`config.mk`:
```
export PLATFORM = sky130hd
export DESIGN_NAME = nora_top
export DESIGN_NICKNAME = d
export VERILOG_FILES = /design/src/hdl/nora_pkg.sv /design/src/hdl/cpu_phaser.sv /design/src/hdl/bus_decoder.sv /design/src/hdl/gpio_via.sv /design/src/hdl/nora_top.sv
export SDC_FILE = /design/constraint.sdc
export NUM_CORES = 1
export LEC_CHECK = 0
export ABC_AREA = 1
export BUFFER_PORTS_ARGS = -buffer_cell sky130_fd_sc_hd__buf_2
export CAP_MARGIN = 20
export CORE_MARGIN = 4
export CORE_UTILIZATION = 45
export CTS_CLUSTER_SIZE = 8
export DETAILED_ROUTE_END_ITERATION = 16
export GPL_TIMING_DRIVEN = 1
export PLACE_DENSITY = 0.83
export SLEW_MARGIN = 20
export SYNTH_ARGS = -nofsm -noshare
export SYNTH_HDL_FRONTEND = slang
export SYNTH_SLANG_ARGS = --single-unit
```
`constraint.sdc`:
```
create_clock -name clk6x -period 2.4 [get_ports clk6x]
set_input_delay 0 -clock clk6x [delete_from_list [all_inputs] [get_ports clk6x]]
set_output_delay 0 -clock clk6x [all_outputs]
set_load 0.03 [all_outputs]
```
`src/hdl/nora_pkg.sv`:
```
// ------------------------------------------------------------
// System controller shared definitions
// ------------------------------------------------------------
package nora_pkg;

    // Bus widths
    localparam int CPU_AW = 16;                 // 65C816 address, bank byte not decoded
    localparam int MEM_AW = 21;                 // 2 MB SRAM
    localparam int DW     = 8;

    // CPU clock phases, six clk6x cycles per CPU cycle
    localparam logic [2:0] PHASES_PER_CYCLE = 3'd6;
    localparam logic [2:0] PH_SETUP_CS      = 3'd2;     // Address valid, start decode
    localparam logic [2:0] PH_PHI2_RISE     = 3'd3;     // First phase of phi2 high
    localparam logic [2:0] PH_RELEASE_WR    = 3'd4;     // Write hold before cs release
    localparam logic [2:0] PH_RELEASE_CS    = 3'd5;     // Last phase of the CPU cycle

    // Memory map
    localparam logic [CPU_AW-1:0] BANK_REG_ADDR = 16'h0000;
    localparam logic [CPU_AW-1:0] VIA_BASE      = 16'h9F00;   // 16 bytes decoded
    localparam logic [CPU_AW-1:0] BANK_WIN_BASE = 16'hA000;   // 8 KB window
    localparam int                BANK_OFS_W    = 13;
    localparam logic [DW-1:0]     RAMBANK_MASK  = 8'h7F;      // 128 banks max

    // Direct memory sits at the top of SRAM, clear of banks 0..127
    localparam logic [MEM_AW-CPU_AW-1:0] LOWMEM_PAGE = 5'h1F;

    // VIA register offsets
    localparam logic [3:0] VIA_ORB  = 4'h0;
    localparam logic [3:0] VIA_ORA  = 4'h1;
    localparam logic [3:0] VIA_DDRB = 4'h2;
    localparam logic [3:0] VIA_DDRA = 4'h3;

    // CPU side of the bus, sampled at setup
    typedef struct packed {
        logic [CPU_AW-1:0] addr;
        logic              rwn;     // 1 = read
        logic [DW-1:0]     wdata;
    } cpu_bus_t;

    // SRAM pins, strobes active low
    typedef struct packed {
        logic [MEM_AW-1:0] addr;
        logic [DW-1:0]     wdata;
        logic              csn;
        logic              rdn;
        logic              wrn;
    } mem_bus_t;

    // Internal slave request
    typedef struct packed {
        logic [3:0]    ofs;         // Register offset within the block
        logic [DW-1:0] wdata;
        logic          we;          // Single clk6x pulse
    } slv_req_t;

    // Bus timing pulses from the phaser
    typedef struct packed {
        logic setup_cs;
        logic release_wr;
        logic release_cs;
    } bus_evt_t;

endpackage

```
`src/hdl/cpu_phaser.sv`:
```
// ------------------------------------------------------------
// CPU clock phaser with run/stop
// ------------------------------------------------------------
`timescale 1ns/1ps

module cpu_phaser
    import nora_pkg::*;
(
    input  logic     clk6x,
    input  logic     rst_i,
    input  logic     run_i,         // Low requests a stop at the next cycle boundary
    output logic     cphi2_o,       // CPU clock, clk6x / 6
    output logic     stopped_o,     // CPU held with phi2 low
    output bus_evt_t evt_o
);

    logic [2:0] phase_q;
    logic [2:0] phase_nxt;
    logic       stop_nxt;

    // Next phase and stop state
    always_comb
    begin
        phase_nxt = phase_q;
        stop_nxt  = stopped_o;
        if (stopped_o)
        begin
            if (run_i)
                stop_nxt = 1'b0;        // Leave stop, phase 0 held one more clock
        end
        else if (phase_q == PHASES_PER_CYCLE - 3'd1)
        begin
            phase_nxt = 3'd0;           // Cycle boundary
            stop_nxt  = !run_i;
        end
        else
        begin
            phase_nxt = phase_q + 3'd1;
        end
    end

    // Outputs registered from the next phase so they line up with phase_q
    always_ff @(posedge clk6x)
    begin
        if (rst_i)
        begin
            phase_q   <= 3'd0;
            stopped_o <= 1'b0;
            cphi2_o   <= 1'b0;
            evt_o     <= '0;
        end
        else
        begin
            phase_q          <= phase_nxt;
            stopped_o        <= stop_nxt;
            cphi2_o          <= (phase_nxt >= PH_PHI2_RISE);    // High in phases 3..5
            evt_o.setup_cs   <= (phase_nxt == PH_SETUP_CS);
            evt_o.release_wr <= (phase_nxt == PH_RELEASE_WR);
            evt_o.release_cs <= (phase_nxt == PH_RELEASE_CS);
        end
    end

    // A stopped CPU must not see a phi2 edge
    a_no_phi2_when_stopped: assert property (
        @(posedge clk6x) disable iff (rst_i) $rose(cphi2_o) |-> !stopped_o
    ) else $error("cphi2 rose while stopped");

endmodule

```
`src/hdl/bus_decoder.sv`:
```
// ------------------------------------------------------------
// Memory bus controller and address decoder
// ------------------------------------------------------------
`timescale 1ns/1ps

module bus_decoder
    import nora_pkg::*;
(
    input  logic          clk6x,
    input  logic          rst_i,
    input  bus_evt_t      evt_i,
    input  cpu_bus_t      cpu_bus_i,
    input  logic [DW-1:0] mem_rdata_i,
    input  logic [DW-1:0] via_rdata_i,
    output mem_bus_t      mem_o,
    output logic [DW-1:0] cpu_rdata_o,
    output logic          cpu_rdata_oe_o,   // CPU data bus drive enable
    output slv_req_t      slv_o,
    output logic          via_sel_o
);

    typedef enum logic [1:0] {
        ACC_SRAM,       // Direct SRAM below and above the I/O
        ACC_WIN,        // Banked window
        ACC_BANK,       // Bank register
        ACC_VIA         // GPIO slave
    } acc_e;

    acc_e              acc_nxt;
    acc_e              acc_q;
    logic [CPU_AW-1:0] addr_q;
    logic              rwn_q;
    bus_evt_t          evt_d;           // Events delayed one clock
    logic              setup_d2;
    logic [DW-1:0]     bank_q;
    logic              csn_q;
    logic              rdn_q;
    logic              wrn_q;
    logic [DW-1:0]     slv_wdata_q;
    logic              slv_we_q;
    logic              sram_acc;
    logic [MEM_AW-1:0] mem_addr;

    // Memory map decode of the live CPU address
    always_comb
    begin
        if (cpu_bus_i.addr == BANK_REG_ADDR)
            acc_nxt = ACC_BANK;
        else if (cpu_bus_i.addr[CPU_AW-1:4] == VIA_BASE[CPU_AW-1:4])
            acc_nxt = ACC_VIA;
        else if (cpu_bus_i.addr[CPU_AW-1:BANK_OFS_W] == BANK_WIN_BASE[CPU_AW-1:BANK_OFS_W])
            acc_nxt = ACC_WIN;
        else
            acc_nxt = ACC_SRAM;
    end

    // Address, direction and class latched at setup
    always_ff @(posedge clk6x)
    begin
        if (evt_i.setup_cs)
        begin
            addr_q <= cpu_bus_i.addr;
            rwn_q  <= cpu_bus_i.rwn;
            acc_q  <= acc_nxt;
        end
        if (evt_d.release_wr)
            slv_wdata_q <= cpu_bus_i.wdata;     // CPU data final late in phi2
    end

    assign sram_acc = (acc_q == ACC_SRAM) || (acc_q == ACC_WIN);

    // Strobe sequencing
    always_ff @(posedge clk6x)
    begin
        if (rst_i)
        begin
            evt_d          <= '0;
            setup_d2       <= 1'b0;
            csn_q          <= 1'b1;
            rdn_q          <= 1'b1;
            wrn_q          <= 1'b1;
            cpu_rdata_oe_o <= 1'b0;
            via_sel_o      <= 1'b0;
            slv_we_q       <= 1'b0;
            bank_q         <= '0;
        end
        else
        begin
            evt_d    <= evt_i;
            setup_d2 <= evt_d.setup_cs;
            slv_we_q <= 1'b0;
            if (evt_d.setup_cs)                 // N+1
            begin
                csn_q          <= !sram_acc;    // Internal targets keep SRAM off
                rdn_q          <= !(sram_acc && rwn_q);
                cpu_rdata_oe_o <= rwn_q;
                via_sel_o      <= (acc_q == ACC_VIA);
            end
            if (setup_d2 && sram_acc && !rwn_q)
                wrn_q <= 1'b0;                  // N+2
            if (evt_d.release_wr)               // N+3
            begin
                wrn_q          <= 1'b1;
                cpu_rdata_oe_o <= 1'b0;
                if (!rwn_q && acc_q == ACC_BANK)
                    bank_q <= cpu_bus_i.wdata & RAMBANK_MASK;
                slv_we_q <= !rwn_q && (acc_q == ACC_VIA);
            end
            if (evt_d.release_cs)               // N+4
            begin
                csn_q     <= 1'b1;
                rdn_q     <= 1'b1;
                via_sel_o <= 1'b0;
            end
        end
    end

    // Window maps bank:offset, everything else to the top page
    assign mem_addr = (acc_q == ACC_WIN) ? {bank_q, addr_q[BANK_OFS_W-1:0]}
                                         : {LOWMEM_PAGE, addr_q};

    assign mem_o = '{addr: mem_addr, wdata: cpu_bus_i.wdata,
                     csn: csn_q, rdn: rdn_q, wrn: wrn_q};

    assign slv_o = '{ofs: addr_q[3:0], wdata: slv_wdata_q, we: slv_we_q};

    // Read data source
    always_comb
    begin
        case (acc_q)
            ACC_BANK: cpu_rdata_o = bank_q;
            ACC_VIA:  cpu_rdata_o = via_rdata_i;
            default:  cpu_rdata_o = mem_rdata_i;
        endcase
    end

    // Write pulse ends with csn still low on the following clock
    a_wrn_inside_cs: assert property (
        @(posedge clk6x) disable iff (rst_i) !wrn_q |-> !csn_q ##1 !csn_q
    ) else $error("wrn low outside csn");

    a_bank_masked: assert property (
        @(posedge clk6x) disable iff (rst_i) bank_q <= RAMBANK_MASK
    ) else $error("bank register above mask");

endmodule

```
`src/hdl/gpio_via.sv`:
```
// ------------------------------------------------------------
// Simplified 65C22 GPIO ports
// ------------------------------------------------------------
`timescale 1ns/1ps

module gpio_via
    import nora_pkg::*;
(
    input  logic          clk6x,
    input  logic          rst_i,
    input  slv_req_t      slv_i,
    input  logic          sel_i,        // Block selected for this CPU cycle
    input  logic [DW-1:0] porta_i,
    input  logic [DW-1:0] portb_i,
    output logic [DW-1:0] rdata_o,
    output logic [DW-1:0] porta_o,
    output logic [DW-1:0] porta_oe_o,   // 1 = pin driven
    output logic [DW-1:0] portb_o,
    output logic [DW-1:0] portb_oe_o
);

    logic [DW-1:0] ora_q;
    logic [DW-1:0] orb_q;
    logic [DW-1:0] ddra_q;              // 0 = input, 1 = output
    logic [DW-1:0] ddrb_q;

    // Output bits from the register, input bits from the pin
    function automatic logic [DW-1:0] port_mix(
        input logic [DW-1:0] out_r,
        input logic [DW-1:0] dir,
        input logic [DW-1:0] pin
    );
        return (out_r & dir) | (pin & ~dir);
    endfunction

    // Register writes
    always_ff @(posedge clk6x)
    begin
        if (rst_i)
        begin
            ora_q  <= '0;
            orb_q  <= '0;
            ddra_q <= '0;               // All pins inputs after reset
            ddrb_q <= '0;
        end
        else if (sel_i && slv_i.we)
        begin
            case (slv_i.ofs)
                VIA_ORB:  orb_q  <= slv_i.wdata;
                VIA_ORA:  ora_q  <= slv_i.wdata;
                VIA_DDRB: ddrb_q <= slv_i.wdata;
                VIA_DDRA: ddra_q <= slv_i.wdata;
                default: ;              // Timers and the rest not present
            endcase
        end
    end

    // Read-back, valid while selected
    always_comb
    begin
        case (slv_i.ofs)
            VIA_ORB:  rdata_o = port_mix(orb_q, ddrb_q, portb_i);
            VIA_ORA:  rdata_o = port_mix(ora_q, ddra_q, porta_i);
            VIA_DDRB: rdata_o = ddrb_q;
            VIA_DDRA: rdata_o = ddra_q;
            default:  rdata_o = '0;
        endcase
    end

    // Pin drivers
    assign porta_o    = ora_q;
    assign porta_oe_o = ddra_q;
    assign portb_o    = orb_q;
    assign portb_oe_o = ddrb_q;

    // Strobe from the decoder must fall inside its select window
    a_we_only_selected: assert property (
        @(posedge clk6x) disable iff (rst_i) slv_i.we |-> sel_i
    ) else $error("VIA write strobe without select");

endmodule

```
`src/hdl/nora_top.sv`:
```
// ------------------------------------------------------------
// System controller bus core
// ------------------------------------------------------------
`timescale 1ns/1ps

module nora_top
    import nora_pkg::*;
(
    input  logic          clk6x,
    input  logic          rst_i,
    input  logic          run_i,
    input  cpu_bus_t      cpu_bus_i,
    input  logic [DW-1:0] mem_rdata_i,
    input  logic [DW-1:0] porta_i,
    input  logic [DW-1:0] portb_i,
    output logic          cphi2_o,
    output logic          stopped_o,
    output logic [DW-1:0] cpu_rdata_o,
    output logic          cpu_rdata_oe_o,
    output mem_bus_t      mem_o,
    output logic [DW-1:0] porta_o,
    output logic [DW-1:0] porta_oe_o,
    output logic [DW-1:0] portb_o,
    output logic [DW-1:0] portb_oe_o
);

    bus_evt_t      evt;             // Phase pulses
    slv_req_t      slv_req;         // Decoder to GPIO
    logic          via_sel;
    logic [DW-1:0] via_rdata;

    cpu_phaser phaser_i (
        .clk6x     (clk6x),
        .rst_i     (rst_i),
        .run_i     (run_i),
        .cphi2_o   (cphi2_o),
        .stopped_o (stopped_o),
        .evt_o     (evt)
    );

    bus_decoder decoder_i (
        .clk6x          (clk6x),
        .rst_i          (rst_i),
        .evt_i          (evt),
        .cpu_bus_i      (cpu_bus_i),
        .mem_rdata_i    (mem_rdata_i),
        .via_rdata_i    (via_rdata),
        .mem_o          (mem_o),
        .cpu_rdata_o    (cpu_rdata_o),
        .cpu_rdata_oe_o (cpu_rdata_oe_o),
        .slv_o          (slv_req),
        .via_sel_o      (via_sel)
    );

    gpio_via via_i (
        .clk6x      (clk6x),
        .rst_i      (rst_i),
        .slv_i      (slv_req),
        .sel_i      (via_sel),
        .porta_i    (porta_i),
        .portb_i    (portb_i),
        .rdata_o    (via_rdata),
        .porta_o    (porta_o),
        .porta_oe_o (porta_oe_o),
        .portb_o    (portb_o),
        .portb_oe_o (portb_oe_o)
    );

endmodule

```
==> results of run 1 <==
==> through the flow <==
stage | total power [W] | setup slack [ns] | std cells
after detailed placement | 0.00178 | 0.720 | 679
after floorplan | 0.00170 | 0.748 | 484
after global placement | 0.00177 | 0.816 | 679
after CTS | 0.00304 | 0.474 | 721
final | 0.00303 | 0.483 | 721
after global routing | 0.00314 | 0.310 | 721
==> how the worst min path moves through the flow <==
| stage | startpoint | endpoint | slack [ns] | cells after the start |
|---|---|---|---|---|
| detailed placement | run_i | phaser_i.stopped_o$_SDFF_PP0_ | 0.17 | 2 |
| floorplan | run_i | phaser_i.stopped_o$_SDFF_PP0_ | 0.08 | 1 |
| global route | rst_i | decoder_i.setup_d2$_SDFF_PP0_ | 0.12 | 2 |
| CTS | rst_i | decoder_i.evt_d[0]$_SDFF_PP0_ | 0.08 | 2 |
| finish | rst_i | decoder_i.evt_d[0]$_SDFF_PP0_ | 0.10 | 2 |
| global placement | run_i | phaser_i.stopped_o$_SDFF_PP0_ | 0.16 | 2 |
==> layout make-up <==
type	instances	area, µm²
clock buffer	12	156
clock inverter	4	95.1
inverter	55	208
sequential	84	1950
fill	711	3400
timing repair buffer	153	898
tap	105	131
multi-input combinational	308	1410
==> routing by layer <==
metal / GRT usage (%) / wire length, µm / share of wire [%]
met5: 0 / 0 / 0
met4: 9.84 / 237 / 2.2
met3: 3.46 / 808 / 7.6
met2: 37.1 / 5400 / 51
met1: 26.1 / 4180 / 39
==> where the power goes <==
| group | total (W) | internal (W) | switching (W) |
|---|---|---|---|
| Sequential | 0.00151 | 0.00149 | 0.0000194 |
| Clock | 0.00125 | 0.000754 | 0.000495 |
| Combinational | 0.000274 | 0.000107 | 0.000167 |
==> placed cells by master (no fill, tap or decap) <==
master         instances
nor3_1                 4
edfxtp_1              27
buf_4                  1
buf_2                126
nor4_1                 1
o22ai_1                1
a21oi_1               40
nor3b_1                2
o21bai_1               8
nand3_1               36
clkbuf_1               2
nor2_1                20
a31oi_1                1
nor2_4                 4
o21ai_0               38
clkinv_2               2
clkbuf_8               9
clkbuf_16              1
nand2_2                3
nand3_2                1
o211ai_1               1
nand3_4                1
clkinv_1               1
nand2_1              146
bufinv_16              3
dfxtp_1               57
a21boi_0               1
dlygate4sd3_1         26
inv_1                 53
==> kinds of logic (layout without fill, tap and decap cells) <==
group / Yosys count / in the layout / share of synthesized area [%]
AO/OA/AOI/OAI: 90 / 90 / 12.4
AND/OR/NAND/NOR: 218 / 218 / 24.3
flip-flops: 84 / 84 / 50.7
buffers and inverters: 92 / 224 / 12.6
==> flip-flops by register name (all words and copies together) (netlist names), 2 cells and up <==
register and cells:
decoder_i.addr_q 16, via_i.portb_oe_o 8, phaser_i.phase_q 3, decoder_i.slv_wdata_q 8
decoder_i.evt_d 3, decoder_i.acc_q 2, via_i.porta_o 8, decoder_i.bank_q 7
via_i.portb_o 8, phaser_i.evt_o 3, via_i.porta_oe_o 8
==> what timing repair did <==
action / 4_1_cts / 5_1_grt
buffers inserted: 0 / 0
endpoints found under the setup margin: 0 / 0
hold buffers: 26 / 0
endpoints found under the hold margin: 32 / 0
==> results.json, run 1 <==
{
  "clock-sinks": 84,
  "tns_ns": 0,
  "clock_path_buffers": 2,
  "cp_num_cells": 8,
  "min-delay-path-class": "in -> reg",
  "dpl.hpwl_mm": 7.51,
  "cpPeakStageDelay_ns": 0.40,
  "crit_buf_inv": 2,
  "period_share_pct": 79.9,
  "numCtsBuffers": 9,
  "synthTopCellsByCount": "nand2_1, dfxtp_1, inv_1",
  "path_max_fanout": 17,
  "yosys_warnings": 0,
  "gr-total-overflow": 0,
  "yosysMostFrequentCell": "nand2_1",
  "grt_pass1_wl_mm": 16.8,
  "postLayoutCoreUtil_pct": 58.8,
  "wire_per_inst_um": 14.7,
  "rows": 33,
  "crit_slowest_cell": "edfxtp_1",
  "worst_ep_required_time_ns": 2.40,
  "hold_violations": 0,
  "worst_pin_slew_ns": 0.926,
  "synth.avg_cell_area_um2": 7.95,
  "cp-start-kind": "flop",
  "critPathArrivalTime_ns": 1.92,
  "synth-seq-cells": 84,
  "clock_skew_ns": 0.0180,
  "syn_inst": 484,
  "cts_tree": "yes",
  "fin_area_um2": 4850,
  "async_reset_ff_share_pct": 0,
  "drv_slew": 0,
  "maxCapViolCount": 0,
  "reg2regPathDepth": 4,
  "path_class": "reg -> out",
  "num_vias": 3656,
  "r2r_setup_slack_ns": 0.70,
  "relSlewSlack_pct": 38.2,
  "cpMostUsedCell": "nand2_1",
  "power_density_nw_per_um2": 625,
  "synth.cell_area_um2": 3850,
  "die_area_um2": 10100,
  "vias_per_cell": 5.07,
  "cts-htree-levels": 3,
  "ys_types": 27,
  "grt_max_degree": 28,
  "r2r-end": "via_i.portb_oe_o[0]$_SDFFE_PP0P_",
  "rr_startpoint": "decoder_i.addr_q[3]$_DFFE_PP_",
  "placed_area_um2": 4340,
  "drive_above_1_share_pct": 24.5,
  "clk_pin_slew_ns": 0.08,
  "ant_nets": 0,
  "cp_top_family": "simple AND/OR/NAND/NOR gates",
  "io_buffers": 126,
  "grt_antenna_before_repair": 0,
  "dr.pass1.iters": 5,
  "initial_core_util_pct": 46.6,
  "max-vdd-ir-drop_mv": 0.403,
  "routed_wl_mm": 10.6,
  "io_pins": 127,
  "synthFlopType": "dfxtp_1",
  "coreArea_um2": 8260,
  "syn_nets": 536,
  "status": "complete, no violations",
  "first_global_vias": 3432,
  "rsz0062_at_grt": "false",
  "setup_viol": 0,
  "yosysTopAreaCellShare_pct": 29.6,
  "max_freq_mhz": 522,
  "finalWeightedCongestion": 0.850,
  "cts_resized": 0,
  "timing.hold.ws_ns": 0.102,
  "insertion_delay_ns": 0.36,
  "crit_path_cell_trace": "inv_1 > nand2_1 > nor2_4 > nand2_1 > nand2_1 > o21bai_1 > nand2_1 > buf_2",
  "die_width_um": 100,
  "num_antenna_cells": 0,
  "crit_path_end": "cpu_rdata_o[1]",
  "cellLeakagePower_nw": 2.30,
  "fp.dieH_um": 100,
  "area_growth_syn_to_layout_pct": 26.1,
  "end_kind": "output pin",
  "drt_iter0_drc": 157,
  "crit_path_start": "decoder_i.addr_q[1]$_DFFE_PP_",
  "drcViolationCount": 0,
  "finalNetCount": 663,
  "synth_edf_count": 27,
  "period_minus_slack_ns": 1.92,
  "ys_seq_area_share_pct": 50.7,
  "synthTopCellsByArea": "dfxtp_1, edfxtp_1, nand2_1, a21oi_1, inv_1",
  "grt_usage_pct": 21.4,
  "synth_top_cell_by_area": "dfxtp_1",
  "cts_root_buf": "clkbuf_8"
}
(Power assumes the default switching activity.)
==> inputs of run 2 (changes only) <==
Settings changed: PLACE_DENSITY 0.83 to 0.86.
Clock period 2.4 ns to 1.6 ns, I/O delays scaled along.
==> results.json, run 2 (synthesis results as in run 1) <==
{
  "fp.dieH_um": 100,
  "cp-start-kind": "flop",
  "cts_root_buf": "clkbuf_8",
  "clock_skew_ns": 0.00738,
  "grt_antenna_before_repair": 0,
  "die_width_um": 100,
  "drt_iter0_drc": 175,
  "min_to": "decoder_i.setup_d2$_SDFF_PP0_",
  "rr_startpoint": "decoder_i.addr_q[3]$_DFFE_PP_",
  "insertion_delay_ns": 0.35,
  "die_area_um2": 10100,
  "worst_ep_required_time_ns": 1.60,
  "grt_max_degree": 27,
  "layout_common_cells": "nand2_1, buf_2, dfxtp_1",
  "multi_input_comb_area_um2": 1430,
  "reg2regPathDepth": 8,
  "routed_wl_mm": 10.9,
  "largest_register_ff_count": 16,
  "num_vias": 3750,
  "postLayoutCoreUtil_pct": 61.6,
  "setup_viol": 8,
  "relSlewSlack_pct": 72.7,
  "io_pins": 127,
  "r2r_setup_slack_ns": 0.09,
  "status": "finished, violations left",
  "worst_pin_slew_ns": 0.405,
  "max-vdd-ir-drop_mv": 0.579,
  "clock-sinks": 84,
  "fill_cells": 738,
  "placed_area_um2": 4430,
  "numCtsBuffers": 9,
  "wire_per_inst_um": 14.6,
  "fin_ws_ns": -0.182,
  "cpPeakStageDelay_ns": 0.42,
  "drcViolationCount": 0,
  "dr.pass1.iters": 5,
  "ant_nets": 0,
  "seq_area_um2": 1950,
  "period_share_pct": 111,
  "cellLeakagePower_nw": 2.43,
  "crit_path_cell_trace": "inv_2 > nand2_2 > nor2_4 > buf_6 > nand2_1 > nand2_1 > o21bai_1 > nand2_1 > buf_6",
  "min_path_cells": 3,
  "crit_slowest_cell": "edfxtp_1",
  "fin_area_um2": 5090,
  "grt_pass1_wl_mm": 17.5,
  "vias_per_cell": 5.02,
  "critPathArrivalTime_ns": 1.78,
  "dp_slack_ns": 0.0405,
  "rsz0062_at_grt": "true",
  "cp_top_family": "simple AND/OR/NAND/NOR gates",
  "area_growth_syn_to_layout_pct": 32.2,
  "maxCapViolCount": 0,
  "tns_ns": -1.04,
  "finalNetCount": 689,
  "period_minus_slack_ns": 1.78,
  "drive_above_1_share_pct": 28.5,
  "clock_path_buffers": 2,
  "dpl.hpwl_mm": 7.81,
  "cpMostUsedCell": "nand2_1",
  "drv_slew": 0,
  "layout_commonest_cell": "nand2_1",
  "violations": "negative setup slack",
  "power_density_nw_per_um2": 818,
  "cts-htree-levels": 3,
  "regMostFlops": "decoder_i.addr_q",
  "num_antenna_cells": 0,
  "initial_core_util_pct": 46.6,
  "hold_violations": 0,
  "timing.hold.ws_ns": 0.140,
  "io_buffers": 126,
  "max_freq_mhz": 561,
  "r2r-end": "via_i.portb_o[0]$_SDFFE_PP0P_",
  "end_kind": "output pin",
  "path_max_fanout": 5,
  "clk_pin_slew_ns": 0.09,
  "rows": 33,
  "coreArea_um2": 8260,
  "crit_buf_inv": 3,
  "first_global_vias": 3638,
  "grt_usage_pct": 22.1,
  "min-delay-path-class": "in -> reg",
  "finalWeightedCongestion": 0.851,
  "path_class": "reg -> out",
  "gr-total-overflow": 0,
  "cts_tree": "yes",
  "min-delay-start": "rst_i"
}
## run 2: cell types whose count changed in the layout (fill, tap and decap cells not counted), moves of 3 or more
cell	previous run	this run
bufinv_16	3	0
nand2_1	146	141
nand2_2	3	8
buf_6	0	14
buf_4	1	22
buf_2	126	116
## run 2: per-stage QoR
step                      power, W  std cells
after detailed placement   0.00268        691
after global routing       0.00434        747
after CTS                  0.00418        746
after floorplan            0.00255        484
after global placement     0.00267        691
final                      0.00416        747
## run 2: metal layers
| layer | routed length (µm) | part of all wire [%] | global-route usage, % | up-vias |
|---|---|---|---|---|
| met4 | 230 | 2.1 | 8.50 | 0 |
| met3 | 864 | 7.9 | 4.64 | 21 |
| li1 | - | - | - | 1856 |
| met1 | 4370 | 40 | 27.9 | 1705 |
| met5 | 0 | 0 | 0 | - |
| met2 | 5470 | 50 | 37.2 | 168 |
## run 2: timing repair
action / 4_1_cts / 5_1_grt
pin swaps: 7 / 1
endpoints found under the setup margin: 9 / 27
buffers inserted: 13 / 1
hold endpoints to repair: 31 / 0
hold buffers: 26 / 0
gates resized for setup: 28 / 6
## run 2: worst max path at each step
stage / startpoint / to / slack, ns / cells after the start
2_1_floorplan: decoder_i.acc_q[1]$_SDFFCE_PP1P_ / mem_o[24] / -0.05 / 3
3_3_place_gp: decoder_i.addr_q[1]$_DFFE_PP_ / cpu_rdata_o[2] / 0.1 / 9
3_5_place_dp: decoder_i.addr_q[1]$_DFFE_PP_ / via_i.porta_o[4]$_SDFFE_PP0P_ / 0.04 / 6
4_1_cts: decoder_i.addr_q[1]$_DFFE_PP_ / cpu_rdata_o[0] / -0.12 / 9
5_1_grt: decoder_i.addr_q[0]$_DFFE_PP_ / cpu_rdata_o[4] / -0.25 / 8
6_report: decoder_i.addr_q[1]$_DFFE_PP_ / cpu_rdata_o[2] / -0.18 / 9
## run 2: area by class of cell
class                      count  share of cell area [%]
sequential                    84                    38.4
clock inverter                 4                   0.443
inverter                      55                    4.16
multi-input combinational    308                    28.2
clock buffer                  12                    3.27
tap                          105                    2.58
timing repair buffer         179                    23.0
## run 2: power by group
part	internal (W)	leakage (nW)	switching [W]
combinational	0.000189	1.63	0.000269
sequential	0.00223	0.707	0.0000167
clock	0.000695	0.0989	0.000760
## run 2: tightest hold or removal path, cell delays in order
cell	delay, ns
buf_2	0.10
buf_4	0.22
nor2_1	0.12
